File: src/include/proc_params.svh
//------------------------------------------------------------
// Sizing macros for the 16-bit single-cycle core
// Include wherever word width or memory depth is needed
//------------------------------------------------------------
`ifndef PROC_PARAMS_SVH
`define PROC_PARAMS_SVH

// Datapath word in bits
`define PROC_WORD_W 16

// Architectural register count
`define PROC_NREGS 8

// Memory depths in 16-bit words
`define PROC_IMEM_DEPTH 256
`define PROC_DMEM_DEPTH 256

`endif

File: src/rtl/proc_pkg.sv
//------------------------------------------------------------
// Shared types for the single-cycle core
// Opcodes, instruction views, control and commit records
//------------------------------------------------------------
`default_nettype none
`include "proc_params.svh"

package proc_pkg;

   typedef enum logic [4:0] {
      OP_HALT  = 5'b00000,
      OP_NOP   = 5'b00001,
      OP_J     = 5'b00100,
      OP_JAL   = 5'b00110,
      OP_ADDI  = 5'b01000,
      OP_SUBI  = 5'b01001,
      OP_XORI  = 5'b01010,
      OP_ANDNI = 5'b01011,
      OP_BEQZ  = 5'b01100,
      OP_BNEZ  = 5'b01101,
      OP_ST    = 5'b10000,
      OP_LD    = 5'b10001,
      OP_SLBI  = 5'b10010,
      OP_LBI   = 5'b11000,
      OP_ALU_R = 5'b11011
   } opcode_e;

   // I-format; the 8-bit and 11-bit fields are its low bits
   typedef struct packed {
      opcode_e    opcode;
      logic [2:0] rs;
      logic [2:0] rd;
      logic [4:0] imm5;
   } instr_i_t;

   typedef struct packed {
      opcode_e    opcode;
      logic [2:0] rs;
      logic [2:0] rt;
      logic [2:0] rd;
      logic [1:0] func;
   } instr_r_t;

   typedef union packed {
      instr_i_t i;
      instr_r_t r;
   } instr_u;

   // Same order as the R-format func field
   typedef enum logic [1:0] {ALU_ADD, ALU_SUB, ALU_XOR, ALU_ANDN} alu_op_e;

   typedef enum logic [1:0] {WB_ALU, WB_MEM, WB_IMM, WB_LINK} wb_sel_e;

   typedef struct packed {
      alu_op_e alu_op;
      logic    use_imm;
      logic    byte_shift;
      logic    reg_write;
      logic    mem_read;
      logic    mem_write;
      logic    is_branch;
      logic    branch_on_zero;
      logic    is_jump;
      logic    link;
      logic    halt;
      wb_sel_e wb_sel;
   } ctrl_t;

   typedef struct packed {
      logic                            valid;
      logic [$clog2(`PROC_NREGS)-1:0] rd;
      logic [`PROC_WORD_W-1:0]         data;
   } wb_t;

endpackage

`default_nettype wire

File: src/rtl/decode_unit.sv
//------------------------------------------------------------
// Instruction decode
// Produces control bits, register selects and the immediate
//------------------------------------------------------------
`timescale 1ns/1ps
`default_nettype none

module decode_unit (
   input  proc_pkg::instr_u instr,
   output proc_pkg::ctrl_t  ctrl,
   output logic [2:0]       rs_sel,
   output logic [2:0]       rt_sel,
   output logic [2:0]       rd_sel,
   output logic [15:0]      imm,
   output logic             illegal
);
   import proc_pkg::*;

   logic [4:0]  opcode;
   logic [7:0]  imm8;
   logic [10:0] disp11;
   logic [15:0] imm5_sx;
   logic [15:0] imm5_zx;
   logic [15:0] imm8_sx;
   logic [15:0] imm8_zx;
   logic [15:0] disp11_sx;

   assign opcode    = instr.i.opcode;
   assign imm8      = instr.i[7:0];
   assign disp11    = instr.i[10:0];
   assign imm5_sx   = {{11{instr.i.imm5[4]}}, instr.i.imm5};
   assign imm5_zx   = {11'd0, instr.i.imm5};
   assign imm8_sx   = {{8{imm8[7]}}, imm8};
   assign imm8_zx   = {8'd0, imm8};
   assign disp11_sx = {{5{disp11[10]}}, disp11};

   assign rs_sel = instr.i.rs;
   // Also the store data register of the I-format
   assign rt_sel = instr.r.rt;

   always_comb begin
      ctrl    = '0;
      imm     = '0;
      illegal = 1'b0;
      case (opcode)
         OP_HALT: ctrl.halt = 1'b1;
         OP_NOP: ;
         OP_ADDI, OP_SUBI, OP_XORI, OP_ANDNI: begin
            // Low opcode bits follow the ALU op order
            ctrl.alu_op    = alu_op_e'(opcode[1:0]);
            ctrl.use_imm   = 1'b1;
            ctrl.reg_write = 1'b1;
            imm            = opcode[1] ? imm5_zx : imm5_sx;
         end
         OP_ALU_R: begin
            ctrl.alu_op    = alu_op_e'(instr.r.func);
            ctrl.reg_write = 1'b1;
         end
         OP_LD: begin
            ctrl.use_imm   = 1'b1;
            ctrl.mem_read  = 1'b1;
            ctrl.reg_write = 1'b1;
            ctrl.wb_sel    = WB_MEM;
            imm            = imm5_sx;
         end
         OP_ST: begin
            ctrl.use_imm   = 1'b1;
            ctrl.mem_write = 1'b1;
            imm            = imm5_sx;
         end
         OP_LBI: begin
            ctrl.reg_write = 1'b1;
            ctrl.wb_sel    = WB_IMM;
            imm            = imm8_sx;
         end
         OP_SLBI: begin
            ctrl.byte_shift = 1'b1;
            ctrl.reg_write  = 1'b1;
            imm             = imm8_zx;
         end
         OP_BEQZ, OP_BNEZ: begin
            ctrl.is_branch      = 1'b1;
            ctrl.branch_on_zero = (opcode == OP_BEQZ);
            imm                 = imm8_sx;
         end
         OP_J, OP_JAL: begin
            ctrl.is_jump = 1'b1;
            imm          = disp11_sx;
            if (opcode == OP_JAL) begin
               ctrl.link      = 1'b1;
               ctrl.reg_write = 1'b1;
               ctrl.wb_sel    = WB_LINK;
            end
         end
         default: illegal = 1'b1;
      endcase
   end

   always_comb begin
      if (ctrl.link) begin
         rd_sel = 3'd7;
      end else if (opcode == OP_ALU_R) begin
         rd_sel = instr.r.rd;
      end else if (opcode == OP_LBI || opcode == OP_SLBI) begin
         rd_sel = instr.i.rs;
      end else begin
         rd_sel = instr.i.rd;
      end
   end

endmodule

`default_nettype wire

File: config.mk
export PLATFORM = sky130hd
export DESIGN_NAME = decode_unit
export DESIGN_NICKNAME = d
export VERILOG_FILES = /design/src/rtl/proc_pkg.sv /design/src/rtl/decode_unit.sv
export VERILOG_INCLUDE_DIRS = /design/src /design/src/include
export SDC_FILE = /design/constraint.sdc
export NUM_CORES = 1
export LEC_CHECK = 0
export ABC_AREA = 1
export BUFFER_PORTS_ARGS = -buffer_cell sky130_fd_sc_hd__clkbuf_2
export CORE_MARGIN = 2
export CORE_UTILIZATION = 38
export DETAILED_ROUTE_END_ITERATION = 7
export GPL_ROUTABILITY_DRIVEN = 0
export PLACE_DENSITY = 0.84
export SLEW_MARGIN = 20
export SYNTH_ARGS = -nofsm -noshare
export SYNTH_HDL_FRONTEND = slang
export SYNTH_SLANG_ARGS = --single-unit
File: constraint.sdc
create_clock -name vclk -period 1.5
set_clock_uncertainty 0.1 [all_clocks]
set_input_delay 0.225 -clock vclk [all_inputs]
set_output_delay 0.225 -clock vclk [all_outputs]
set_load 0.05 [all_outputs]
==> impl_metrics.json, run 1 <==
{
  "yosysSeqAreaShare_pct": 0,
  "syn-instance-count": 111,
  "synth_cell_type_count": 17,
  "io_buffer_count": 56,
  "yosys_warnings": 0,
  "place_hpwl_um": 2220,
  "die_h_um": 42.8,
  "ctsResizeCount": 85,
  "lastStage": "4_1_cts",
  "error": "[ERROR DPL-0038] Utilization greater than 100%, impossible to legalize",
  "status": "aborted with a tool error",
  "ios": 56,
  "cts_hold_buffers": 0,
  "num_rows": 13,
  "syn-cell-area_sq_um": 572,
  "post-cts-setup-buffers": 9,
  "die_w_um": 42.8,
  "syn_area_per_cell_sq_um": 5.15,
  "syn_nets": 127,
  "start_util_pct": 42.4
}
[per-stage QoR]
stage	instance area [sq um]	cells	util (%)	worst slack, ns
floorplan	795	111	-	-0.260
detailed placement	1160	194	86.2	-0.414
global placement	1160	194	86.2	-0.317
[logic make-up after synthesis]
group	count (synthesis)	synth area share, %
simple gates	57	51.9
buf+inv	40	34.8
compound gates	14	13.3
[synthesized netlist by cell type (all sizes together)]
cell type | instances | share of area [%]
nand3b | 1 | 1.3
nor2 | 10 | 11
buf | 12 | 16
nand2 | 23 | 16
o22ai | 2 | 2.2
nand3 | 21 | 21
o21ai | 7 | 6.8
nor3 | 1 | 0.87
inv | 28 | 18
a21oi | 5 | 4.4
nand4 | 1 | 2.2
==> run 2, diff against run 1 <==
--- a/config.mk
+++ b/config.mk
@@ -8,11 +8,11 @@
 export LEC_CHECK = 0
 export ABC_AREA = 1
 export BUFFER_PORTS_ARGS = -buffer_cell sky130_fd_sc_hd__clkbuf_2
-export CORE_MARGIN = 2
-export CORE_UTILIZATION = 38
+export CORE_AREA = 2 2 63 65
 export DETAILED_ROUTE_END_ITERATION = 7
+export DIE_AREA = 0 0 65 67
 export GPL_ROUTABILITY_DRIVEN = 0
-export PLACE_DENSITY = 0.84
+export PLACE_DENSITY_LB_ADDON = 0.15
 export SLEW_MARGIN = 20
 export SYNTH_ARGS = -nofsm -noshare
 export SYNTH_HDL_FRONTEND = slang
==> run 2 against run 1 <==
  * The flow now finishes, with violations (setup timing)
  * Area after synthesis stayed put
  * Synthesized cell count stayed put
==> impl_metrics.json, run 2 <==
{
  "vdd_drop_max_v": 0.000171,
  "drt_iter0_drc": 12,
  "yosys_warnings": 0,
  "area_growth_syn_to_layout_pct": 277,
  "violations": "setup timing",
  "cp_common_cell": "nand3_4",
  "leakage_nw": 1.10,
  "core_sq_um": 3610,
  "worstSetupPathType": "primary input to output port",
  "gr-total-overflow": 0,
  "syn-cell-area_sq_um": 572,
  "avgRoutedWirePerCell_um": 13.0,
  "nFillCells": 309,
  "critical_path.top_delay_family": "simple AND/OR/NAND/NOR gates",
  "max_cap_violations": 0,
  "grt_util_all_layers_pct": 13.5,
  "required_ns": 1.17,
  "yosys-top-cells-area": "inv_1 18%, nand3_1 16%, buf_4 14%",
  "grt_pass1_wl_um": 4780,
  "register_area_sq_um": 0,
  "nNetsFinal": 216,
  "worstMarginPinSlew_ns": 0.368,
  "crit_arrival_ns": 1.40,
  "antenna_found_initial": 0,
  "num_rows": 22,
  "crit_path_start_kind": "primary input",
  "power.density_nw_per_um2": 375,
  "dp_slack_ns": -0.366,
  "synthTopCellsByCount": "28 x inv_1, 21 x nand2_1, 18 x nand3_1",
  "dieArea_sq_um": 4360,
  "synth_top_area_cell": "inv_1",
  "rsz0062_at_grt": "yes",
  "mostFrequentLayoutCell": "buf_6",
  "syn-instance-count": 111,
  "first_global_vias": 1076,
  "startpoint": "instr[12]",
  "crit_fanout": 6,
  "remaining_drc_errors": 0,
  "end_kind": "output port",
  "die_w_um": 65,
  "crit_buf_inv": 3,
  "vias_per_cell": 4.24,
  "drv_slew": 0,
  "ant_nets": 0,
  "slowest_stage": "nor2_4",
  "routed_wl_um": 3190,
  "min_period_over_period_pct": 115,
  "hold_violations": 0,
  "power.total_uw": 808,
  "start_util_pct": 15.9,
  "cts_hold_buffers": 0,
  "cp.depth": 8,
  "hp-class": "primary input to output port",
  "fmax_mhz": 579,
  "place_hpwl_um": 2170,
  "fin_ws_ns": -0.228,
  "grt_max_degree": 9,
  "route.vias.total": 1043,
  "critPathCapture": "imm[12]",
  "maxSlewHeadroom_pct": 75.4,
  "min_period_ns": 1.73,
  "yosysMostFrequentCell": "inv_1",
  "drt_first_pass_iters": 4,
  "io_buffer_count": 56,
  "die_h_um": 67,
  "place_inst": 231,
  "final.setup.tns_ns": -4.51,
  "setup_viol": 28,
  "clock_buffers": 0,
  "drive_gt1_share_pct": 83.8,
  "synth_top_area_share_pct": 18.4,
  "syn_nets": 127,
  "final_cell_mix": "27 x buf_6, 19 x inv_1, 18 x buf_4",
  "critPathMaxStageDelay_ns": 0.20,
  "yosysSeqAreaShare_pct": 0,
  "ios": 56,
  "status": "finished with violations",
  "syn_area_per_cell_sq_um": 5.15,
  "synth_cell_type_count": 17,
  "num_antenna_cells": 0,
  "crit_path_cell_trace": "buf_8 > nor2_4 > nand3_4 > buf_6 > o21ai_4 > nand2_2 > nand3_4 > clkbuf_16",
  "final_cells": 246,
  "design.seq.count": 0
}
run 2: worst min path at each step:
stage,depth (start not counted),startpoint,end
3_5_place_dp,2,instr[6],rt_sel[1]
5_1_grt,2,instr[6],rt_sel[1]
6_report,2,instr[6],rt_sel[1]
4_1_cts,2,instr[6],rt_sel[1]
3_3_place_gp,2,instr[5],rt_sel[0]
2_1_floorplan,1,instr[14],ctrl[4]
run 2: kinds of logic (layout without fill, tap and decap cells):
kind of cell | after synthesis | in the layout | share of synthesized area [%]
AND/OR/NAND/NOR | 57 | 57 | 51.9
buffers and inverters | 40 | 127 | 34.8
AO/OA/AOI/OAI | 14 | 14 | 13.3
run 2: timing repair:
action                                  in CTS  in global routing
endpoints found under the setup margin      32                 34
gates resized for setup                    105                 58
pin swaps                                   21                 28
setup buffers                               13                  7
run 2: layout make-up:
cell class,instances,area [sq um],area share (%)
Multi-Input combinational cell,71,762,35.4
Inverter,28,133,6.16
Timing Repair Buffer,99,1200,55.7
Tap cell,48,60.1,2.79
run 2: routing by layer:
metal  global-route usage (%)  part of all wire (%)
met5                        0                     0
met3                    0.169                   3.3
met2                     28.9                    60
met4                        0                     0
met1                     15.4                    37
run 2: stage by stage:
| step | cell area [sq um] | utilization, % | hold slack [ns] |
|---|---|---|---|
| finish | 2150 | 59.7 | 0.663 |
| floorplan | 795 | - | 0.467 |
| global route | 2150 | 59.7 | 0.676 |
| global placement | 1390 | 38.4 | 0.666 |
| detailed placement | 1390 | 38.4 | 0.664 |
| CTS | 1950 | 54.1 | 0.664 |
run 2: where the power goes:
group	internal, mW	leakage, nW	total, mW	switching (mW)
combinational	0.353	1.10	0.808	0.455
sequential	0	0	0	0
clock	0	0	0	0
No activity file was read; power rests on OpenSTA's default activity.
==> run 3, diff against run 2 <==
--- a/config.mk
+++ b/config.mk
@@ -7,10 +7,10 @@
 export NUM_CORES = 1
 export LEC_CHECK = 0
 export ABC_AREA = 1
-export BUFFER_PORTS_ARGS = -buffer_cell sky130_fd_sc_hd__clkbuf_2
 export CORE_AREA = 2 2 63 65
 export DETAILED_ROUTE_END_ITERATION = 7
 export DIE_AREA = 0 0 65 67
+export DONT_BUFFER_PORTS = 1
 export GPL_ROUTABILITY_DRIVEN = 0
 export PLACE_DENSITY_LB_ADDON = 0.15
 export SLEW_MARGIN = 20
==> run 3 against run 2 <==
  * The flow still finishes with violations (setup timing)
  * Critical endpoint is now imm[11]
  * Highest routed layer unchanged
  * First-iteration DRC count down 42%
  * Global-route usage down 2.8 points
  * Critical path depth down 2
  * Design area down 28%
==> impl_metrics.json, run 3 (synthesized netlist as in run 2, its figures left out) <==
{
  "status": "finished with violations",
  "violations": "setup timing",
  "nFillCells": 360,
  "area_growth_syn_to_layout_pct": 170,
  "ios": 56,
  "dieArea_sq_um": 4360,
  "hp-class": "primary input to output port",
  "crit_path_start_kind": "primary input",
  "grt_pass1_wl_um": 3780,
  "mostFrequentLayoutCell": "buf_4",
  "hold_violations": 0,
  "worstSetupPathType": "primary input to output port",
  "final_cell_mix": "30 x buf_4, 24 x inv_1, 22 x buf_12",
  "fmax_mhz": 650,
  "drive_gt1_share_pct": 66.0,
  "avgRoutedWirePerCell_um": 11.7,
  "grt_util_all_layers_pct": 10.7,
  "die_w_um": 65,
  "num_rows": 22,
  "crit_arrival_ns": 1.21,
  "cts_hold_buffers": 0,
  "maxSlewHeadroom_pct": 84.6,
  "routed_wl_um": 2390,
  "clkPwrFrac_pct": 0,
  "final_cells": 204,
  "rsz0062_at_grt": "yes",
  "drt_first_pass_iters": 4,
  "intPower_uw": 257,
  "switching_power_uw": 351,
  "clock_buffers": 0,
  "nNetsFinal": 174,
  "route.vias.total": 841,
  "die_h_um": 67,
  "seq_power_share_pct": 0,
  "core_sq_um": 3610,
  "crit_fanout": 5,
  "multi_input_area_sq_um": 633,
  "worstMarginPinSlew_ns": 0.230,
  "design.seq.count": 0,
  "place_hpwl_um": 2020,
  "setup_viol": 13,
  "num_antenna_cells": 0,
  "required_ns": 1.17,
  "grt_max_degree": 9,
  "vdd_drop_max_v": 0.000162,
  "remaining_drc_errors": 0,
  "leakage_nw": 0.792,
  "gr-total-overflow": 0,
  "power.density_nw_per_um2": 393,
  "io_buffer_count": 0,
  "antenna_found_initial": 0,
  "min_period_ns": 1.54,
  "fin_ws_ns": -0.0394,
  "end_kind": "output port",
  "first_global_vias": 824,
  "final.setup.tns_ns": -0.345,
  "vias_per_cell": 4.12,
  "start_util_pct": 15.9,
  "final_util_pct": 42.9,
  "drt_iter0_drc": 7,
  "ant_nets": 0,
  "drv_slew": 0,
  "min_period_over_period_pct": 103,
  "register_area_sq_um": 0,
  "max_cap_violations": 0,
  "swShare_pct": 57.7,
  "place_inst": 194,
  "p_comb_share_pct": 100.0
}
run 3: changes by cell type in the layout (fill, tap and decap cells not counted), sizes merged:
cell / before / now
clkbuf: 27 / 0
buf: 72 / 57
clkinv: 1 / 0
inv: 27 / 28
run 3: final timing paths:
| check | cells past startpoint | slack, ns | end | from |
|---|---|---|---|---|
| hold / removal | 0 | 0.35 | rs_sel[1] | instr[9] |
| setup / recovery | 6 | -0.04 | imm[11] | instr[12] |
run 3: metal layers:
metal | up-vias | routed length (um) | part of all wire, % | GRT usage [%]
li1 | 431 | - | - | -
met1 | 386 | 869 | 36 | 12.3
met2 | 24 | 1350 | 56 | 21.3
met3 | 0 | 173 | 7.2 | 2.20
met4 | 0 | 0 | 0 | 0
met5 | - | 0 | 0 | 0
run 3: power by group through the flow:
stage	Clock, mW	Sequential [mW]	Combinational, mW
finish	0	0	0.608
global placement	0	0	0.558
detailed placement	0	0	0.561
floorplan	0	0	0.416
global route	0	0	0.635
CTS	0	0	0.591
run 3: repair_timing:
action,CTS,global route
resized for setup,12,16
pin swaps,9,12
buffers inserted,6,4
endpoints found under the setup margin,17,25
run 3: stage by stage:
stage                     hold slack [ns]  total power, mW  setup slack, ns  instance area (sq um)
after floorplan                     0.467            0.416           -0.260                    795
after global placement              0.350            0.558           -0.118                   1340
after detailed placement            0.350            0.561           -0.185                   1340
after CTS                           0.350            0.591          -0.0441                   1460
after global routing                0.350            0.635          -0.0990                   1550
final                               0.350            0.608          -0.0394                   1550
run 3: area by class of cell:
cell class | instances | area share [%]
inverters | 28 | 7.44
multi-input cells | 71 | 40.9
well taps | 48 | 3.88
repair buffers | 57 | 47.7
run 3: critical path, stage by stage:
cell     delay, ns
nor2_4        0.20
nand3_4       0.13
o21ai_4       0.19
nand2_2       0.09
nand3_4       0.10
buf_16        0.27
