--- src/include/proc_params.svh ---
//------------------------------------------------------------
// Sizing macros for the 16-bit single-cycle core
// Include wherever word width or memory depth is needed
//------------------------------------------------------------
`ifndef PROC_PARAMS_SVH
`define PROC_PARAMS_SVH

// Datapath word in bits
`define PROC_WORD_W 16

// Architectural register count
`define PROC_NREGS 8

// Memory depths in 16-bit words
`define PROC_IMEM_DEPTH 256
`define PROC_DMEM_DEPTH 256

`endif

--- src/rtl/proc_pkg.sv ---
//------------------------------------------------------------
// Shared types for the single-cycle core
// Opcodes, instruction views, control and commit records
//------------------------------------------------------------
`default_nettype none
`include "proc_params.svh"

package proc_pkg;

   typedef enum logic [4:0] {
      OP_HALT  = 5'b00000,
      OP_NOP   = 5'b00001,
      OP_J     = 5'b00100,
      OP_JAL   = 5'b00110,
      OP_ADDI  = 5'b01000,
      OP_SUBI  = 5'b01001,
      OP_XORI  = 5'b01010,
      OP_ANDNI = 5'b01011,
      OP_BEQZ  = 5'b01100,
      OP_BNEZ  = 5'b01101,
      OP_ST    = 5'b10000,
      OP_LD    = 5'b10001,
      OP_SLBI  = 5'b10010,
      OP_LBI   = 5'b11000,
      OP_ALU_R = 5'b11011
   } opcode_e;

   // I-format; the 8-bit and 11-bit fields are its low bits
   typedef struct packed {
      opcode_e    opcode;
      logic [2:0] rs;
      logic [2:0] rd;
      logic [4:0] imm5;
   } instr_i_t;

   typedef struct packed {
      opcode_e    opcode;
      logic [2:0] rs;
      logic [2:0] rt;
      logic [2:0] rd;
      logic [1:0] func;
   } instr_r_t;

   typedef union packed {
      instr_i_t i;
      instr_r_t r;
   } instr_u;

   // Same order as the R-format func field
   typedef enum logic [1:0] {ALU_ADD, ALU_SUB, ALU_XOR, ALU_ANDN} alu_op_e;

   typedef enum logic [1:0] {WB_ALU, WB_MEM, WB_IMM, WB_LINK} wb_sel_e;

   typedef struct packed {
      alu_op_e alu_op;
      logic    use_imm;
      logic    byte_shift;
      logic    reg_write;
      logic    mem_read;
      logic    mem_write;
      logic    is_branch;
      logic    branch_on_zero;
      logic    is_jump;
      logic    link;
      logic    halt;
      wb_sel_e wb_sel;
   } ctrl_t;

   typedef struct packed {
      logic                            valid;
      logic [$clog2(`PROC_NREGS)-1:0] rd;
      logic [`PROC_WORD_W-1:0]         data;
   } wb_t;

endpackage

`default_nettype wire

--- src/rtl/register_file.sv ---
//------------------------------------------------------------
// Eight-entry register file
// Two combinational read ports, one write port fed by commit
//------------------------------------------------------------
`timescale 1ns/1ps
`default_nettype none
`include "proc_params.svh"

module register_file (
   input  logic          clk,
   input  logic          rst_n,
   input  logic [2:0]    rs_sel,
   input  logic [2:0]    rt_sel,
   input  proc_pkg::wb_t wb,
   output logic [15:0]   rs_data,
   output logic [15:0]   rt_data
);

   logic [`PROC_WORD_W-1:0] regs [`PROC_NREGS];

   // No bypass since a write lands after the reading instruction is done
   assign rs_data = regs[rs_sel];
   assign rt_data = regs[rt_sel];

   always_ff @(posedge clk or negedge rst_n) begin
      if (!rst_n) begin
         for (int i = 0; i < `PROC_NREGS; i++) begin
            regs[i] <= '0;
         end
      end else if (wb.valid) begin
         regs[wb.rd] <= wb.data;
      end
   end

endmodule

`default_nettype wire

--- config.mk ---
export PLATFORM = sky130hd
export DESIGN_NAME = register_file
export DESIGN_NICKNAME = d
export VERILOG_FILES = /design/src/rtl/proc_pkg.sv /design/src/rtl/register_file.sv
export VERILOG_INCLUDE_DIRS = /design/src /design/src/include
export SDC_FILE = /design/constraint.sdc
export NUM_CORES = 1
export LEC_CHECK = 0
export BUFFER_PORTS_ARGS = -buffer_cell sky130_fd_sc_hd__buf_2
export CAP_MARGIN = 20
export CELL_PAD_IN_SITES_DETAIL_PLACEMENT = 0
export CELL_PAD_IN_SITES_GLOBAL_PLACEMENT = 1
export CORE_MARGIN = 2
export CORE_UTILIZATION = 52
export CTS_CLUSTER_SIZE = 16
export DETAILED_ROUTE_END_ITERATION = 16
export GPL_TIMING_DRIVEN = 1
export PLACE_DENSITY_LB_ADDON = 0.1
export SYNTH_ARGS = -nofsm -noshare
export SYNTH_HDL_FRONTEND = slang
export SYNTH_SLANG_ARGS = --single-unit
--- constraint.sdc ---
create_clock -name clk -period 2.59 [get_ports clk]
set_clock_uncertainty 0.1 [all_clocks]
set_input_delay 0.6475 -clock clk [delete_from_list [all_inputs] [get_ports clk]]
set_output_delay 0.6475 -clock clk [all_outputs]
set_load 0.01 [all_outputs]
==> impl_results.md, run 1 <==
* Max-cap viol count at 0
* Overflow after GRT at 0
* Placed cell areas at 7620 um^2
* Synth warn at 0
* Comb power frac at 27.0%
* Clk pwr share at 33.0%
* Largest Register: regs
* Dpl cells at 615
* Power Internal at 5.22 mW
* Largest register FFs at 128
* Diodes inserted at 0
* Reg power frac at between 40% and 50%
* Residual DRC count at 0
* Clock transition at the registers of the reported paths at 50 ps
* Most used cell along the critical path: buf_12
* Total track usage at 25.0%
* Flop2flop setup slack at 1660 ps
* WP data required at 1840 ps
* Unique masters post-synth at 14
* First-pass GRT wire length at roughly 26 mm
* Num Clock Sinks at 128
* Worst path top cell family by delay: multiplexers
* CTS Buf Count at 17
* Non-Filler Instances at 650
* WL final at 16.6 mm
* Total number of vias at around 4,000
* Final Max Tran Viols at 0
* Register bit total from synthesis at 128
* Slowest CP cell: mux4_2
* Post-synthesis sequential area ratio at 45.8%
* Setup slack after layout at -16.5 ps
* DIE AREA at 14,400 um^2
* Hold WC Path Type: input pin to asynchronous set/reset pin
* Final setup TNS at -56.7 ps
* Synth-to-layout area growth at 22.0%
* Leakage power at 3.66 nW
* Worst-path maximum fanout at 6
* Htree depth at 4
* RSZ-0062 raised after global routing: yes
* Max-slew headroom at a little under half
* First drt pass iteration count at 4
* Sw frac at between 20 and 30%
* IO Pins at 60
* Buffers added on ports at 59
* Max VDD drop at 0.000500 V
* 1st-iter DRT viols at 284
* Cell Area, Synth at ~7000 um^2
* Dpl ws at -170 ps
* CP startpoint kind: input pin
* Cell Chain, Critical Path: buf_12 -> buf_12 -> mux4_2 -> mux2_4 -> buf_6
* Vias in the first global route at approximately 4,400
* Synthesized instance count at between 300 and 400
* Largest net degree at the start of global routing at 43
* Design area at 8530 um^2
* Switching power at 1.77 mW
* Outcome: finished, violations left
* DIE HEIGHT at approximately 120 um
* Avg Cell Area, Syn at 17.8 um^2
* Period utilization at 101%
* Crit path buffers/inverters at 3
* Gpl congestion at 0.723
* Critical path arrival at roughly 1900 ps
* Drt wl/cell at 25.5 um
* Initial Util at between 50% and 60%
* Kind of critical path: input pin to output port
* CP max stage delay at just over 500 ps
* Core Rows at 42
* Vias/cell at ~6.2
* CTS root buf: clkbuf_16
* Fmax at 0.384 GHz
* Critical path depth at 5
* Biggest regs: regs (128)
* Core Area at 13,200 um^2
* CTS Buffer Depth at 2
* # setup viols final at 8
* Layout cells sized above 1 at 72.8%
* Post-DP HPWL at 9.46 mm
* Clk_lat worst skew at 410 ps
* Worst R2R Path Depth at 1
* Antenna violations before repair at 0
* Tmin final at 2610 ps
* Final antenna-violating net count at 0
* Worst Tran Pin Value at 822 ps
* Fin nets at a little under 500
* Syn nets at 421
* Critical Path End Type: output port
* Die Wd at 120 um
* CTS tree: done
* Power per cell area at 820 nW/um^2
* Post-layout util at 64.7%
* Failing checks: negative setup slack
* Final Hold Fails at 0
## final timing paths
| kind | from | to |
|---|---|---|
| max | rs_sel[0] | rs_data[4] |
| min | rst_n | regs[46] |
| max reg2reg | regs[74] | regs[74] |
| min reg2reg | regs[31] | regs[31] |
| max in group asynchronous | rst_n | regs[57] |
| min in group clk | regs[31] | regs[31] |
## power groups by stage
| stage | Clock [mW] | Sequential (mW) | Combinational, mW |
|---|---|---|---|
| after floorplan | 0 | 2.65 | 1.12 |
| after global placement | 0 | 2.73 | 1.48 |
| after detailed placement | 0 | 2.77 | 1.52 |
| after CTS | 2.35 | 2.77 | 1.76 |
| after global routing | 2.45 | 2.85 | 2.01 |
| final | 2.31 | 2.80 | 1.89 |
## through the flow
step / total power [mW] / hold slack [ps]
6_report: 6.99 / 145
3_5_place_dp: 4.29 / 405
2_1_floorplan: 3.78 / 252
4_1_cts: 6.88 / 146
3_3_place_gp: 4.22 / 395
5_1_grt: 7.31 / 174
## synth_stat cells
library cell | n | area share, %
mux2_2 | 160 | 26
dfrtp_1 | 128 | 46
mux4_1 | 56 | 21
buf_2 | 9 | 0.64
buf_6 | 9 | 1.4
mux4_2 | 8 | 2.6
buf_1 | 5 | 0.27
buf_4 | 5 | 0.54
clkbuf_1 | 3 | 0.16
nand4b_2 | 3 | 0.64
nor4bb_1 | 3 | 0.43
clkbuf_2 | 2 | 0.14
nand4_2 | 1 | 0.18
nor4b_4 | 1 | 0.34
## cells by family after synthesis
family	count (synthesis)	synth area share, %
muxes	224	49.4
buffers and inverters	33	3.20
DFF	128	45.8
and+or+nand+nor	8	1.59
## layout make-up
class                   count  area [um^2]
clock buffers              22          484
clock inverters             7         85.1
fillers                   988         4660
multi-input cells         232         3520
flip-flops and latches    128         3200
well taps                 176          220
repair buffers             85         1020
## layout by cell type (no fill, tap or decap), drive strengths merged
cell type	instances
nand4	1
clkinv	5
mux4	64
clkbuf	22
buf	85
mux2	160
nor4b	1
dfrtp	128
nor4bb	3
nand4b	3
bufinv	2
## timing repair
item                                    CTS  global route
pin swaps                                 0             0
setup buffers                             0             0
cloned                                    6             0
endpoints found under the setup margin   32            31
hold buffers                              0             0
gates resized for setup                 104            39
## metal layers
| layer | GRT usage [%] | up-vias | wire, um |
|---|---|---|---|
| li1 | - | 1712 | - |
| met4 | 8.09 | 0 | 204 |
| met3 | 5.47 | 19 | 704 |
| met5 | 0 | - | 0 |
| met1 | 36.1 | 2208 | 7610 |
| met2 | 38.1 | 116 | 8040 |
Power figures use the tool's default switching activity.
==> run 2: changes to the inputs <==
- CORE_UTILIZATION: 52 -> 53
- CTS_BUF_LIST: unset -> sky130_fd_sc_hd__clkbuf_8
==> impl_results.md, run 2 (synthesis gave the netlist of run 1 again) <==
* Outcome: finished, violations left
* Failing checks: negative setup slack
* Largest net degree at the start of global routing at 45 (+4.7%)
* Final antenna-violating net count at 0 (unchanged)
* Power Internal at 4.66 mW (-11%)
* Critical path arrival at 1870 ps (about the same)
* Max-slew headroom at 41.8% (-3.3 points)
* Hold Worst Slack at 106 ps (-39.0 ps)
* DIE AREA at 14,100 um^2 (-1.8%)
* CTS root buf: clkbuf_8
* Area of the multi-input gates at 3510 um^2 (-0.21%)
* Layout fillers at 910 (-7.9%)
* Most common cell after layout, fill and taps aside: mux2_2
* Antenna violations before repair at 0 (unchanged)
* Period utilization at 101% (+0.28 points)
* Num Clock Sinks at 128 (unchanged)
* CP max stage delay at 500 ps (about the same)
* Post-DP HPWL at 9.74 mm (+3.0%)
* Vias in the first global route at 4,398 (+0.41%)
* Total number of vias at 4,067 (+0.30%)
* Setup slack after layout at -23.9 ps (-7.38 ps)
* First drt pass iteration count at 5 (+1)
* Htree depth at 4 (unchanged)
* Met2 routed WL at 8.67 mm (+7.9%)
* Reg power frac at 43.6% (+3.6 points)
* Routed length on met1 at 6.83 mm (-10%)
* CTS Buf Count at 17 (unchanged)
* Core Area at 12,800 um^2 (-3.2%)
* Fin nets at 492 (unchanged)
* Fmax at 0.383 GHz (-0.28%)
* Clock transition at the registers of the reported paths at 70 ps (+20 ps)
* Final Hold Fails at 0 (unchanged)
* Worst R2R End: regs[51]
* Die Wd at 119 um (-0.92%)
* Sw frac at 27.2% (+1.8 points)
* Hold WC Path Type: input pin to asynchronous set/reset pin
* DIE HEIGHT at 119 um (-0.92%)
* R2R Path Start: regs[51]
* Switching power at 1.74 mW (-2.0%)
* Dpl ws at -223 ps (-53.9 ps)
* Largest Register: regs
* Worst R2R Path Depth at 1 (unchanged)
* Clk pwr share at 27.0% (-6.0 points)
* Total track usage at 25.0% (about the same)
* Gpl congestion at 0.755 (+4.4%)
* Tmin final at 2610 ps (+7.38 ps)
* Core Rows at 41 (-2.4%)
* Buffers added on ports at 59 (unchanged)
* Largest register FFs at 128 (unchanged)
* WP data required at 1840 ps (about the same)
* RSZ-0062 raised after global routing: yes
* Layout cells sized above 1 at 72.7% (about the same)
* CTS tree: done
* IO Pins at 60 (unchanged)
* Final setup TNS at -117 ps (-60.6 ps)
* WL final at 16.5 mm (-0.42%)
* Vias/cell at 6.27 (+0.45%)
* Overflow after GRT at 0 (unchanged)
* Clk_lat worst skew at 460 ps (+50 ps)
* Max-cap viol count at 0 (unchanged)
* Register area at 3200 um^2 (unchanged)
* # setup viols final at 16 (+8)
* Worst-path maximum fanout at 7 (+1)
* First-pass GRT wire length at 25.8 mm (-1.1%)
* Biggest regs: regs (128)
* DR WL met3 at 719 um (+2.1%)
* Diodes inserted at 0 (unchanged)
* Flop2flop setup slack at 1680 ps (+20 ps)
* 1st-iter DRT viols at 377 (+33%)
* Power per cell area at 767 nW/um^2 (-6.4%)
* Critical Path End Type: output port
* Synth-to-layout area growth at 19.3%
* Comb power frac at 29.5% (+2.5 points)
* Most frequent cells in the layout: 132 x mux2_2, 128 x dfrtp_1, 63 x mux4_2
* Max VDD drop at 0.000446 V (-11%)
* Drt wl/cell at 25.4 um (-0.27%)
* Kind of critical path: input pin to output port
* Residual DRC count at 0 (unchanged)
* Leakage power at 3.57 nW (-2.5%)
* CP startpoint kind: input pin
* Final Max Tran Viols at 0 (unchanged)
* CTS Buffer Depth at 2 (unchanged)
* Max Used Layer: met4
* Cell Chain, Critical Path: buf_16 -> buf_12 -> mux4_2 -> mux2_4 -> buf_6
* Slowest CP cell: mux4_2
* Worst Tran Pin Value at 870 ps (+48.6 ps)
* Initial Util at 54.7% (+1.7 points)
==> run 2: cell count changes in the layout (fill, tap and decap cells not counted), moves of 2 or more <==
| cell | previous run | this run |
|---|---|---|
| mux2_2 | 129 | 132 |
| clkbuf_8 | 4 | 21 |
| clkbuf_16 | 17 | 0 |
| clkinvlp_4 | 0 | 2 |
| mux2_4 | 31 | 28 |
==> run 2: per-stage QoR <==
step                      total power [mW]  utilization [%]  area [um^2]  instances
final                                 6.40             65.3         8340        649
after global routing                  6.71             65.3         8340        649
after CTS                             6.41             65.1         8320        649
after detailed placement              4.31             59.9         7650        612
after global placement                4.24             59.9         7650        612
after floorplan                       3.78                -         6990        393
==> run 2: metal layers <==
metal  global-route usage (%)  vias up
li1                         -     1701
met1                     33.5     2239
met2                     40.8      104
met3                     5.75       23
met4                     8.48        0
met5                        0        -
==> run 2: how the worst max path moves through the flow <==
stage                  end  startpoint  slack (ps)
6_report        rt_data[1]   rt_sel[0]         -20
3_5_place_dp    rt_data[3]   rt_sel[0]        -220
2_1_floorplan   rs_data[1]   rs_sel[0]         120
3_3_place_gp    rt_data[3]   rt_sel[0]        -210
5_1_grt         rt_data[3]   rt_sel[0]         -50
4_1_cts        rt_data[10]   rt_sel[0]         -40
==> run 2: final cells by class <==
| cell class | count | share of cell area, % |
|---|---|---|
| clock inverters | 11 | 1.35 |
| flip-flops and latches | 128 | 38.4 |
| well taps | 172 | 2.58 |
| repair buffers | 85 | 12.1 |
| clock buffers | 21 | 3.46 |
| multi-input cells | 232 | 42.1 |
==> run 2: power groups by stage <==
stage	Clock [mW]	Combinational [mW]	Sequential, mW
floorplan	0	1.12	2.65
global route	1.87	2.00	2.84
CTS	1.77	1.88	2.77
global placement	0	1.50	2.74
detailed placement	0	1.54	2.77
finish	1.73	1.89	2.79
==> run 2: critical path: cells and delay by family <==
family	cells	cell delay (ps)
buffers and inverters	3	410
muxes	2	800
==> run 2: what timing repair did <==
item / CTS / global route
endpoints found under the setup margin: 32 / 32
resized for setup: 123 / 10
buffers inserted: 0 / 0
cloned: 5 / 0
hold buffers: 0 / 0
==> run 3: changes to the inputs <==
- TNS_END_PERCENT: unset -> 10
==> impl_results.md, run 3 (synthesis gave the netlist of run 1 again) <==
* Most used cell along the critical path: buf_16
* 1st-iter DRT viols at 308 (-18%)
* Kind of critical path: input pin to output port
* WL final at 16.5 mm (about the same)
* Non-Filler Instances at 649 (unchanged)
* Final Hold Fails at 0 (unchanged)
* Vias in the first global route at 4,370 (-0.64%)
* Most frequent cells in the layout: 136 x mux2_2, 128 x dfrtp_1, 63 x mux4_2
* Crit path buffers/inverters at 3 (unchanged)
* CTS tree: done
* Synth-to-layout area growth at 18.9%
* Overflow after GRT at 0 (unchanged)
* DIE AREA at 14,100 um^2 (unchanged)
* Num Clock Sinks at 128 (unchanged)
* Final antenna-violating net count at 0 (unchanged)
* Layout fillers at 911 (+0.11%)
* Final Max Tran Viols at 0 (unchanged)
* Initial Util at 54.7% (unchanged)
* Period utilization at 101% (+0.25 points)
* Clk_lat worst skew at 460 ps (about the same)
* Total power draw at 6.38 mW (-0.40%)
* Critical path arrival at 1870 ps (about the same)
* Htree depth at 4 (unchanged)
* Core Area at 12,800 um^2 (unchanged)
* CP max stage delay at 520 ps (+20 ps)
* First-pass GRT wire length at 25.8 mm (-0.24%)
* IO Pins at 60 (unchanged)
* Most common cell after layout, fill and taps aside: mux2_2
* Hold WC Path Type: input pin to asynchronous set/reset pin
* Worst-path maximum fanout at 7 (unchanged)
* Antenna violations before repair at 0 (unchanged)
* Critical Path End Type: output port
* Biggest regs: regs (128)
* Vias/cell at 6.27 (about the same)
* Clock transition at the registers of the reported paths at 70 ps (about the same)
* Setup slack after layout at -30.2 ps (-6.35 ps)
* Largest Register: regs
* Total track usage at 25.0% (-0.042 points)
* Drt wl/cell at 25.4 um (about the same)
* Leakage power at 3.55 nW (-0.56%)
* Post-layout util at 65.1% (-0.22 points)
* CTS Buf Count at 17 (unchanged)
* DIE HEIGHT at 119 um (unchanged)
* Placed cell areas at 7650 um^2 (unchanged)
* Slowest CP cell: mux4_2
* Max-cap viol count at 0 (unchanged)
* WP data required at 1840 ps (about the same)
* Layout cells sized above 1 at 72.7% (unchanged)
* Design area at 8310 um^2 (-0.33%)
* Hold Worst Slack at 107 ps (+1.15 ps)
* Failing checks: negative setup slack
* Fmax at 0.382 GHz (-0.24%)
* Max VDD drop at 0.000443 V (-0.61%)
* Dpl ws at -223 ps (unchanged)
* Worst path top cell family by delay: multiplexers
* Max-slew headroom at 41.1% (-0.66 points)
* Total number of vias at 4,068 (+0.025%)
* Die Wd at 119 um (unchanged)
* Outcome: finished, violations left
* Largest register FFs at 128 (unchanged)
* CP startpoint kind: input pin
* Cell Chain, Critical Path: buf_16 -> buf_16 -> mux4_2 -> mux2_4 -> buf_6
* Buffers added on ports at 59 (unchanged)
* Final setup TNS at -119 ps (-1.71 ps)
* Diodes inserted at 0 (unchanged)
* CTS Hold Bufs at 0 (unchanged)
* Gpl congestion at 0.755 (unchanged)
* Largest net degree at the start of global routing at 45 (unchanged)
* Dpl cells at 612 (unchanged)
* CTS root buf: clkbuf_8
* Tmin final at 2620 ps (+6.35 ps)
* CTS Buffer Depth at 2 (unchanged)
* Worst Tran Pin Value at 881 ps (+11.0 ps)
* Residual DRC count at 0 (unchanged)
* # setup viols final at 15 (-1)
* Post-DP HPWL at 9.74 mm (unchanged)
* Core Rows at 41 (unchanged)
* RSZ-0062 raised after global routing: yes
* Power per cell area at 767 nW/um^2 (about the same)
* First drt pass iteration count at 4 (-1)
* Fin nets at 492 (unchanged)
[run 3: path summary, 6_finish.rpt]
path / from / to / slack [ps] / depth (start not counted)
max: rt_sel[0] / rt_data[3] / -30 / 5
min: rst_n / regs[26] / 110 / 1
max reg2reg: regs[51] / regs[51] / 1680 / 1
min reg2reg: regs[8] / regs[8] / 430 / 1
max in group asynchronous: rst_n / regs[20] / 1650 / 2
min in group clk: wb[2] / regs[114] / 420 / 2
[run 3: power breakdown]
group,switching [mW],total [mW],internal (mW)
clock,0.782,1.73,0.945
sequential,0.345,2.79,2.44
combinational,0.607,1.86,1.25
total,1.73,6.38,4.64
[run 3: cell type report]
type,instances,area (um^2),area share (%)
Tap cell,172,215,2.59
Sequential cell,128,3200,38.5
Clock buffer,21,289,3.48
Timing Repair Buffer,85,1000,12.0
Clock inverter,11,113,1.35
Multi-Input combinational cell,232,3490,42.0
[run 3: what timing repair did]
action                                  in CTS  in global routing
gates cloned                                 5                  0
endpoints found under the hold margin        0                  0
endpoints found under the setup margin      32                 32
setup buffers                                0                  0
resized for setup                          108                 19
[run 3: per-layer routing]
| layer | vias up | global-route usage (%) | share of wire [%] |
|---|---|---|---|
| li1 | 1702 | - | - |
| met1 | 2217 | 33.5 | 41 |
| met2 | 116 | 40.4 | 51 |
| met3 | 33 | 5.60 | 5.2 |
| met4 | 0 | 8.93 | 2.2 |
| met5 | - | 0 | 0 |
