File: config.mk
export PLATFORM = sky130hd
export DESIGN_NAME = execute_unit
export DESIGN_NICKNAME = d
export VERILOG_FILES = /design/src/rtl/proc_pkg.sv /design/src/rtl/execute_unit.sv
export VERILOG_INCLUDE_DIRS = /design/src /design/src/include
export SDC_FILE = /design/constraint.sdc
export NUM_CORES = 1
export LEC_CHECK = 0
export BUFFER_PORTS_ARGS = -buffer_cell sky130_fd_sc_hd__buf_4
export CORE_MARGIN = 4
export CORE_UTILIZATION = 40
export DETAILED_ROUTE_END_ITERATION = 6
export PLACE_DENSITY = 0.7
export SETUP_SLACK_MARGIN = 0.05
export SYNTH_ARGS = -nofsm -noshare
export SYNTH_HDL_FRONTEND = slang
export SYNTH_SLANG_ARGS = --single-unit
export TNS_END_PERCENT = 100
File: constraint.sdc
create_clock -name vclk -period 5.45
set_input_delay 0.2725 -clock vclk [all_inputs]
set_output_delay 0.2725 -clock vclk [all_outputs]
set_load 0.02 [all_outputs]
File: src/include/proc_params.svh
//------------------------------------------------------------
// Sizing macros for the 16-bit single-cycle core
// Include wherever word width or memory depth is needed
//------------------------------------------------------------
`ifndef PROC_PARAMS_SVH
`define PROC_PARAMS_SVH

// Datapath word in bits
`define PROC_WORD_W 16

// Architectural register count
`define PROC_NREGS 8

// Memory depths in 16-bit words
`define PROC_IMEM_DEPTH 256
`define PROC_DMEM_DEPTH 256

`endif

File: src/rtl/proc_pkg.sv
//------------------------------------------------------------
// Shared types for the single-cycle core
// Opcodes, instruction views, control and commit records
//------------------------------------------------------------
`default_nettype none
`include "proc_params.svh"

package proc_pkg;

   typedef enum logic [4:0] {
      OP_HALT  = 5'b00000,
      OP_NOP   = 5'b00001,
      OP_J     = 5'b00100,
      OP_JAL   = 5'b00110,
      OP_ADDI  = 5'b01000,
      OP_SUBI  = 5'b01001,
      OP_XORI  = 5'b01010,
      OP_ANDNI = 5'b01011,
      OP_BEQZ  = 5'b01100,
      OP_BNEZ  = 5'b01101,
      OP_ST    = 5'b10000,
      OP_LD    = 5'b10001,
      OP_SLBI  = 5'b10010,
      OP_LBI   = 5'b11000,
      OP_ALU_R = 5'b11011
   } opcode_e;

   // I-format; the 8-bit and 11-bit fields are its low bits
   typedef struct packed {
      opcode_e    opcode;
      logic [2:0] rs;
      logic [2:0] rd;
      logic [4:0] imm5;
   } instr_i_t;

   typedef struct packed {
      opcode_e    opcode;
      logic [2:0] rs;
      logic [2:0] rt;
      logic [2:0] rd;
      logic [1:0] func;
   } instr_r_t;

   typedef union packed {
      instr_i_t i;
      instr_r_t r;
   } instr_u;

   // Same order as the R-format func field
   typedef enum logic [1:0] {ALU_ADD, ALU_SUB, ALU_XOR, ALU_ANDN} alu_op_e;

   typedef enum logic [1:0] {WB_ALU, WB_MEM, WB_IMM, WB_LINK} wb_sel_e;

   typedef struct packed {
      alu_op_e alu_op;
      logic    use_imm;
      logic    byte_shift;
      logic    reg_write;
      logic    mem_read;
      logic    mem_write;
      logic    is_branch;
      logic    branch_on_zero;
      logic    is_jump;
      logic    link;
      logic    halt;
      wb_sel_e wb_sel;
   } ctrl_t;

   typedef struct packed {
      logic                            valid;
      logic [$clog2(`PROC_NREGS)-1:0] rd;
      logic [`PROC_WORD_W-1:0]         data;
   } wb_t;

endpackage

`default_nettype wire

File: src/rtl/execute_unit.sv
//------------------------------------------------------------
// ALU, branch condition and next-PC selection
// Purely combinational, one instruction per cycle
//------------------------------------------------------------
`timescale 1ns/1ps
`default_nettype none

module execute_unit (
   input  proc_pkg::ctrl_t ctrl,
   input  logic [15:0]     rs_data,
   input  logic [15:0]     rt_data,
   input  logic [15:0]     imm,
   input  logic [15:0]     pc_plus_two,
   output logic [15:0]     alu_result,
   output logic [15:0]     store_data,
   output logic [15:0]     next_pc,
   output logic            pc_load
);
   import proc_pkg::*;

   logic [15:0] op_b;
   logic [15:0] alu_out;
   logic [15:0] byte_merge;
   logic        rs_zero;
   logic        taken;

   assign op_b = ctrl.use_imm ? imm : rt_data;

   // Sums wrap at 16 bits
   always_comb begin
      case (ctrl.alu_op)
         ALU_ADD: alu_out = rs_data + op_b;
         ALU_SUB: alu_out = rs_data - op_b;
         ALU_XOR: alu_out = rs_data ^ op_b;
         default: alu_out = rs_data & ~op_b;
      endcase
   end

   // slbi keeps the low byte of rs as the new upper byte
   assign byte_merge = {rs_data[7:0], 8'h00} | imm;
   assign alu_result = ctrl.byte_shift ? byte_merge : alu_out;

   assign rs_zero = (rs_data == 16'h0000);
   assign taken   = ctrl.branch_on_zero ? rs_zero : ~rs_zero;

   // Branches and jumps share the PC-relative target
   assign next_pc = pc_plus_two + imm;
   assign pc_load = ctrl.is_jump | (ctrl.is_branch & taken);

   assign store_data = rt_data;

endmodule

`default_nettype wire

==> results.yml, run 1 <==
outcome:
  status: "finished, final reports clean"
synthesis:
  synth.most_common_cell: "ha_1"
  synthMuxAreaShare_pct: 8.427
  yosys.area.top_type: "ha_1"
  ys_top_cells_by_area: "ha_1, xnor2_1, mux2i_1"
  synthAdderAreaFrac_pct: 22.50
  synth_top_cell_area_share_pct: 21.07
  synth_compound_area_share_pct: 25.01
  synth_simple_gate_area_share_pct: 23.89
  synth_top_family_by_area: "compound AO/OA/AOI/OAI gates"
  netlist_instances: 398
  synth.cell_area_um2: 2791
  ys_warn_count: 0
  synth.avg_cell_area_um2: 7.014
  synth_xor_area_share_pct: 11.30
  ys_seq_area_share_pct: 0
  synth_fp_nets: 525
  synth_common_cells: "ha_1, a21oi_1, nand2_1"
  synth_cell_types: 55
floorplanning:
  initial_core_util_pct: 41.09
  core_um2: 6794
  row_count: 30
  die_area_um2: 8379
  die_w_um: 91.54
  io_pins: 127
  fp.dieH_um: 91.54
sta:
  slew_viol_final: 0
  final.setup.tns_ns: 0
  grt_setup_unrepaired: "no"
  worst_pin_slew_ns: 0.9015
  hold_viol_final: 0
  maxSlewHeadroom_pct: 39.68
  fmax_ghz: 0.2215
  worst_slack_ns: 0.9358
  setup_viol: 0
  fin_crit_ns: 4.514
  whs_ns: 0.7564
  min_period_over_period_pct: 82.83
setup_path:
  crit_type: "in2out"
  crit_arrival_ns: 4.24
  end_kind: "output pin"
  critPathLaunchType: "input pin"
  path_max_fanout: 32
  cp.required_ns: 5.18
final_layout:
  diodes: 0
  post-route-util_pct: 53.46
  n_fill_cell: 699
  design.seq.count: 0
  fin_area_um2: 3632
  layout-drive-gt1-share_pct: 25.87
  area_growth_pct: 30.12
  seq_area_um2: 0
  final_nets: 616
  n_clock_buffer: 0
placement:
  pre_cts_slack_ns: 0.9844
  routabilityCongestion: 0.8918
  place_hpwl_um: 7633
  post_dp_cell_area_um2: 3632
  port-buffer-count: 120
drt:
  drc_errors: 0
  routedWlPerCell_um: 15.34
  wirelength_um: 8942
  drt_pre_antenna_iters: 4
  antenna_left: 0
  initialDrtViolationCount: 162
  dr_total_vias: 3260
  via_per_inst: 5.592
global_routing:
  busiest_layer: "met2"
  grt_overflow: 0
  grt_pass1_wl_um: 14970
  grt_pass1_vias: 3227
  use_met1_pct: 26.57
  gr-usage-met3_pct: 2.568
  grt_antenna_before_repair: 0
  use_met2_pct: 37.25
  grtUsageTotal_pct: 20.87
  grt_max_degree: 35
clock_network:
  postCtsSetupRepairBufs: 0
  hold_buffers: 0
  cts_resized: 0
hold_path:
  min_path_type: "in2out"
power_and_ir_drop:
  p_seq_share_pct: 0
  intPower_w: 0.0002392
  p_sw_w: 0.0002957
  ir_worst_vdd_mv: 0.05732
  p_leak_nw: 1.735
  swShare_pct: 55.28
  clkPwrFrac_pct: 0
  p_per_area_nw_per_um2: 147.3
  combPwrFrac_pct: 100.0
run:
  maxCapViolCount: 0
-- worst paths after layout --
check / startpoint / endpoint / slack, ns / cells after the start
worst max-delay path: ctrl[11] / alu_result[15] / 0.94 / 17
worst min-delay path: rt_data[13] / store_data[13] / 0.76 / 2
-- critical path, cell delays in order --
cell,delay (ns)
buf_4,0.34
mux2i_1,0.37
ha_1,0.24
o21ai_1,0.08
nand3b_1,0.21
o31ai_1,0.47
a21oi_1,0.17
xor2_1,0.20
ha_1,0.39
a21oi_1,0.31
nor2_1,0.07
nor3_1,0.15
nand3_1,0.11
a31o_1,0.26
xnor2_1,0.14
a221oi_2,0.28
buf_4,0.18
-- per-layer routing --
layer / share of wire [%] / vias up / wire (µm)
li1: - / 1645 / -
met1: 42 / 1463 / 3793
met2: 48 / 136 / 4301
met3: 7.3 / 16 / 651
met4: 2.2 / 0 / 195
met5: 0 / - / 0
-- power groups by stage --
| stage | Clock, W | Sequential [W] | Combinational (W) |
|---|---|---|---|
| after floorplan | 0 | 0 | 0.000353 |
| after detailed placement | 0 | 0 | 0.000533 |
| after global routing | 0 | 0 | 0.000592 |
| final | 0 | 0 | 0.000535 |
| after global placement | 0 | 0 | 0.000524 |
| after CTS | 0 | 0 | 0.000536 |
-- through the flow --
stage,instances,power [W]
4_1_cts,583,0.0005362
2_1_floorplan,398,0.0003526
5_1_grt,583,0.0005917
3_5_place_dp,583,0.0005332
6_report,583,0.0005349
3_3_place_gp,583,0.0005244
-- layout make-up --
type / count / area, µm² / share of cell area (%)
Multi-Input combinational cell: 349 / 2544 / 70.03
Tap cell: 96 / 120.1 / 3.307
Timing Repair Buffer: 120 / 900.9 / 24.80
Inverter: 18 / 67.56 / 1.860
-- kinds of logic after synthesis --
| kind of cell | Yosys count |
|---|---|
| AO/OA/AOI/OAI | 109 |
| XOR/XNOR | 36 |
| adder cells (fa/ha/maj) | 49 |
| buffers and inverters | 49 |
| multiplexers | 22 |
| AND/OR/NAND/NOR | 133 |
-- cell usage in the layout, fill, tap and decap left out, drive strengths merged, types with 5 or more instances in the layout --
master and n:
buf 120, ha 47, a21oi 37, nand2 36, nor2 27, o21ai 25, xnor2 23, mux2i 20
nor3 19, inv 18, xor2 13, nor4 9, a21o 7, nor2b 7, nand2b 6, o21a 6
nand3 5, nand4 5, a211oi 5
Note: power is estimated with default switching activity, not from simulation.
==> run 2: changes to the inputs <==
--- a/config.mk
+++ b/config.mk
@@ -6,11 +6,12 @@
 export SDC_FILE = /design/constraint.sdc
 export NUM_CORES = 1
 export LEC_CHECK = 0
+export ABC_AREA = 1
 export BUFFER_PORTS_ARGS = -buffer_cell sky130_fd_sc_hd__buf_4
 export CORE_MARGIN = 4
 export CORE_UTILIZATION = 40
 export DETAILED_ROUTE_END_ITERATION = 6
-export PLACE_DENSITY = 0.7
+export PLACE_DENSITY = 0.68
 export SETUP_SLACK_MARGIN = 0.05
 export SYNTH_ARGS = -nofsm -noshare
 export SYNTH_HDL_FRONTEND = slang
==> constraint.sdc (replaced) <==
create_clock -name vclk -period 4.6
set_input_delay 0.23 -clock vclk [all_inputs]
set_output_delay 0.23 -clock vclk [all_outputs]
set_load 0.02 [all_outputs]
==> run 2 against run 1 <==
Against the previous run:
- sequential cell count unchanged
- cell count increased by 28%
- via count grew 20%
- global-route usage up 0.41 points
- die area is 13% higher
- setup slack lost 0.18 ns
- wire length grew 18%
- design area grew 10%
- combinational power increased by 22%
- core utilization shrank 1.7 points
- largest power group unchanged
==> results.yml, run 2 <==
outcome:
  status: "finished, final reports clean"
setup_path:
  path_depth: 23
  cp_top_family: "simple AND/OR/NAND/NOR gates"
  path_cells: "buf_4 -> inv_2 -> nand2_2 -> nand2_2 -> ha_1 -> nand2_2 -> a21oi_2 -> nor2_1 -> nor2_2 -> nand2_2 -> nor2_4 -> xor2_1 -> ha_1 -> a21oi_1 -> o21ai_0 -> nand2_1 -> nand2_1 -> a21oi_1 -> inv_1 -> nand2_1 -> nand3_1 -> a21oi_2 -> buf_4"
  critPathLaunchType: "input pin"
  cp.required_ns: 4.37
  crit_slowest_cell: "inv_2"
  critical-path-max-stage-delay_ns: 0.35
  path_buf_inv: 4
  crit_type: "in2out"
  end_kind: "output pin"
  path_max_fanout: 30
  crit_arrival_ns: 3.62
  cp_common_cell: "nand2_2"
drt:
  routedWlPerCell_um: 14.06
  drc_errors: 0
  initialDrtViolationCount: 160
  drt_pre_antenna_iters: 5
  dr_total_vias: 3899
  antenna_left: 0
  wirelength_um: 10530
  via_per_inst: 5.206
power_and_ir_drop:
  swShare_pct: 60.18
  p_leak_nw: 2.226
  ir_worst_vdd_mv: 0.08940
  p_per_area_nw_per_um2: 163.3
  p_seq_share_pct: 0
  intPower_w: 0.0002601
  clkPwrFrac_pct: 0
  combPwrFrac_pct: 100.0
  p_sw_w: 0.0003930
final_layout:
  n_fill_cell: 800
  final_cell_mix: "nand2_1, buf_4, inv_1, a21oi_1, ha_1"
  mostFrequentLayoutCell: "nand2_1"
  diodes: 0
  post-route-util_pct: 51.75
  n_clock_buffer: 0
  seq_area_um2: 0
  area_growth_pct: 25.93
  multi_input_area_um2: 2708
  design.seq.count: 0
  layout-drive-gt1-share_pct: 23.49
  final_nets: 776
sta:
  final.setup.tns_ns: 0
  hold_viol_final: 0
  min_period_over_period_pct: 83.61
  worst_pin_slew_ns: 0.5800
  grt_setup_unrepaired: "no"
  setup_viol: 0
  fin_crit_ns: 3.846
  fmax_ghz: 0.2600
  maxSlewHeadroom_pct: 61.29
  slew_viol_final: 0
global_routing:
  grt_overflow: 0
  grt_pass1_wl_um: 17250
  grtUsageTotal_pct: 21.28
  grt_max_degree: 31
  grt_pass1_vias: 3727
  grt_antenna_before_repair: 0
clock_network:
  postCtsSetupRepairBufs: 0
  hold_buffers: 0
  cts_resized: 0
synthesis:
  synth.avg_cell_area_um2: 5.732
  netlist_instances: 554
  ys_seq_area_share_pct: 0
  synth_top_cell_area_share_pct: 18.52
  synth_common_cells: "nand2_1, inv_1, a21oi_1"
  synth.cell_area_um2: 3176
  yosys.area.top_type: "ha_1"
  synth.most_common_cell: "nand2_1"
  ys_top_cells_by_area: "ha_1, nand2_1, a21oi_1"
  ys_warn_count: 0
  synth_fp_nets: 681
  synth_cell_types: 41
hold_path:
  holdPathStages: 2
  min_path_type: "in2out"
  min_to: "store_data[15]"
  hold_start: "rt_data[15]"
floorplanning:
  fp.dieH_um: 97.10
  die_area_um2: 9428
  io_pins: 127
  core_um2: 7727
  row_count: 32
  initial_core_util_pct: 41.09
  die_w_um: 97.10
placement:
  place_hpwl_um: 9108
  routabilityCongestion: 0.9744
  port-buffer-count: 120
run:
  maxCapViolCount: 0
[run 2: kinds of logic (layout without fill, tap and decap cells)]
group	after synthesis	after routing	synth area share, %
and+or+nand+nor	248	248	34.32
AOI/OAI and AO/OA	130	130	22.89
buffers and inverters	97	190	14.74
adders and majority gates	49	49	19.78
xor gates and xnor gates	30	30	8.274
[run 2: power groups by stage]
stage | Combinational, W | Clock, W | Sequential, W
after floorplan | 0.000427 | 0 | 0
after global placement | 0.000634 | 0 | 0
after detailed placement | 0.000645 | 0 | 0
after CTS | 0.000649 | 0 | 0
after global routing | 0.000725 | 0 | 0
final | 0.000653 | 0 | 0
[run 2: how the worst max path moves through the flow]
stage / startpoint / to / slack, ns
after CTS: ctrl[11] / alu_result[15] / 0.82
after global routing: ctrl[11] / alu_result[15] / 0.36
after global placement: ctrl[11] / alu_result[15] / 0.90
after floorplan: ctrl[11] / alu_result[15] / 1.58
after detailed placement: ctrl[11] / alu_result[15] / 0.82
final: ctrl[11] / alu_result[15] / 0.75
[run 2: routing by layer]
metal	up-vias	wire (µm)	track usage, %
met5	-	0	0
met4	0	242	4.752
met3	23	818	2.010
met1	1698	4835	30.25
li1	2017	-	-
met2	161	4632	34.71
[run 2: metrics by stage]
step                      cells  total power [W]  hold slack, ns  setup slack [ns]  area, µm²
after global routing        749        0.0007246          0.6720            0.3609       3999
after CTS                   749        0.0006489          0.6683            0.8178       3999
after global placement      749        0.0006341          0.6675            0.8984       3999
after detailed placement    749        0.0006455          0.6683            0.8203       3999
final                       749        0.0006530          0.6668            0.7541       3999
after floorplan             554        0.0004271          0.5726             1.582       3176
[run 2: layout make-up]
cell class	count	area share [%]
Tap cell	102	3.191
Multi-Input combinational cell	457	67.71
Inverter	70	6.571
Timing Repair Buffer	120	22.53
==> run 3: changes to the inputs <==
--- a/config.mk
+++ b/config.mk
@@ -11,7 +11,7 @@
 export CORE_MARGIN = 4
 export CORE_UTILIZATION = 40
 export DETAILED_ROUTE_END_ITERATION = 6
-export PLACE_DENSITY = 0.68
+export PLACE_DENSITY = 0.71
 export SETUP_SLACK_MARGIN = 0.05
 export SYNTH_ARGS = -nofsm -noshare
 export SYNTH_HDL_FRONTEND = slang
==> constraint.sdc (replaced) <==
create_clock -name vclk -period 3.15
set_input_delay 0.1575 -clock vclk [all_inputs]
set_output_delay 0.1575 -clock vclk [all_outputs]
set_load 0.02 [all_outputs]
==> run 3 against run 2 <==
Against the previous run:
- critical path depth did not move
- global-route usage rose by 1.2 points
- cell count is 2.5% higher
==> results.yml, run 3 (synthesized netlist as in run 2, its figures left out) <==
setup_path:
  cp.required_ns: 2.99
  crit_type: "in2out"
  cp-startpoint: "imm[1]"
  cp_common_cell: "nand2_2"
  end_kind: "output pin"
  path_buf_inv: 4
  path_cells: "buf_4 -> inv_2 -> nand2_2 -> nand2_2 -> ha_4 -> nand2_4 -> a21oi_4 -> nor2_2 -> nor2_2 -> nand2_2 -> nor2_4 -> nand2_2 -> xor2_1 -> ha_1 -> a21oi_1 -> a21boi_2 -> nand2_1 -> a21oi_2 -> inv_1 -> nand2_1 -> nand3_2 -> a21oi_2 -> buf_6"
  crit_end: "alu_result[15]"
  crit_slowest_cell: "ha_1"
  crit_arrival_ns: 2.83
  critPathLaunchType: "input pin"
  cp_top_family: "simple AND/OR/NAND/NOR gates"
  path_max_fanout: 3
  critical-path-max-stage-delay_ns: 0.34
  path_depth: 23
final_layout:
  final_nets: 795
  diodes: 0
  final_cell_mix: "buf_4, nand2_1, inv_1, a21oi_1, ha_1"
  area_growth_pct: 36.29
  design.seq.count: 0
  seq_area_um2: 0
  mostFrequentLayoutCell: "buf_4"
  n_fill_cell: 831
  layout-drive-gt1-share_pct: 30.03
  n_clock_buffer: 0
floorplanning:
  die_area_um2: 9428
  initial_core_util_pct: 41.09
  io_pins: 127
  row_count: 32
  core_um2: 7727
  die_w_um: 97.10
  fp.dieH_um: 97.10
drt:
  antenna_left: 0
  wirelength_um: 11260
  initialDrtViolationCount: 151
  drc_errors: 0
  dr_total_vias: 3936
  routedWlPerCell_um: 14.66
  drt_pre_antenna_iters: 4
  via_per_inst: 5.125
run:
  maxCapViolCount: 0
global_routing:
  grt_overflow: 0
  grtUsageTotal_pct: 22.52
  grt_max_degree: 26
  grt_pass1_wl_um: 18040
  grt_pass1_vias: 3822
  grt_antenna_before_repair: 0
power_and_ir_drop:
  p_total_w: 0.001028
  p_per_area_nw_per_um2: 237.6
  p_leak_nw: 2.358
  ir_worst_vdd_mv: 0.1228
hold_path:
  min_path_type: "in2out"
sta:
  worst_pin_slew_ns: 0.6163
  setup_viol: 0
  hold_viol_final: 0
  min_period_over_period_pct: 94.84
  slew_viol_final: 0
  whs_ns: 0.5240
  maxSlewHeadroom_pct: 58.87
  fmax_ghz: 0.3347
  fin_crit_ns: 2.987
placement:
  port-buffer-count: 120
  routabilityCongestion: 0.9345
  place_hpwl_um: 9687
clock_network:
  hold_buffers: 0
outcome:
  status: "finished, final reports clean"
[run 3: where the power goes]
group	switching, W	internal [W]
Clock	0	0
Sequential	0	0
Combinational	0.000603	0.000425
[run 3: what timing repair did]
item / 4_1_cts / 5_1_grt
setup endpoints to repair: 1 / 10
buffers inserted: 0 / 5
gates resized for setup: 2 / 48
pin swaps: 0 / 20
[run 3: how the worst min path moves through the flow]
stage / from / to / slack, ns / cells after the start
global placement: rt_data[15] / store_data[15] / 0.52 / 2
global route: rt_data[13] / store_data[13] / 0.53 / 2
floorplan: rt_data[0] / store_data[0] / 0.43 / 1
detailed placement: rt_data[15] / store_data[15] / 0.53 / 2
CTS: rt_data[15] / store_data[15] / 0.53 / 2
finish: rt_data[15] / store_data[15] / 0.52 / 2
[run 3: final cells by class]
type	instances	area, µm²	share of cell area, %
Multi-Input combinational cell	457	2845	65.74
Timing Repair Buffer	139	1085	25.07
Inverter	70	270.3	6.245
Tap cell	102	127.6	2.949
[run 3: per-layer routing]
layer	part of all wire, %	GRT usage (%)	vias up
met5	0	0	-
met1	46	30.33	1750
met2	47	39.54	122
met4	1.1	2.700	0
li1	-	-	2056
met3	5.4	2.656	8
[run 3: stage by stage]
stage	cells	setup TNS [ns]	area, µm²	utilization, %	worst slack (ns)
final	768	0	4328	56.01	0.1625
after global routing	768	-0.008310	4328	56.01	-0.005873
after floorplan	554	0	3176	-	0.2766
after detailed placement	763	0	4116	53.27	0.001547
after CTS	763	0	4123	53.35	0.04943
after global placement	763	0	4116	53.27	0.05392
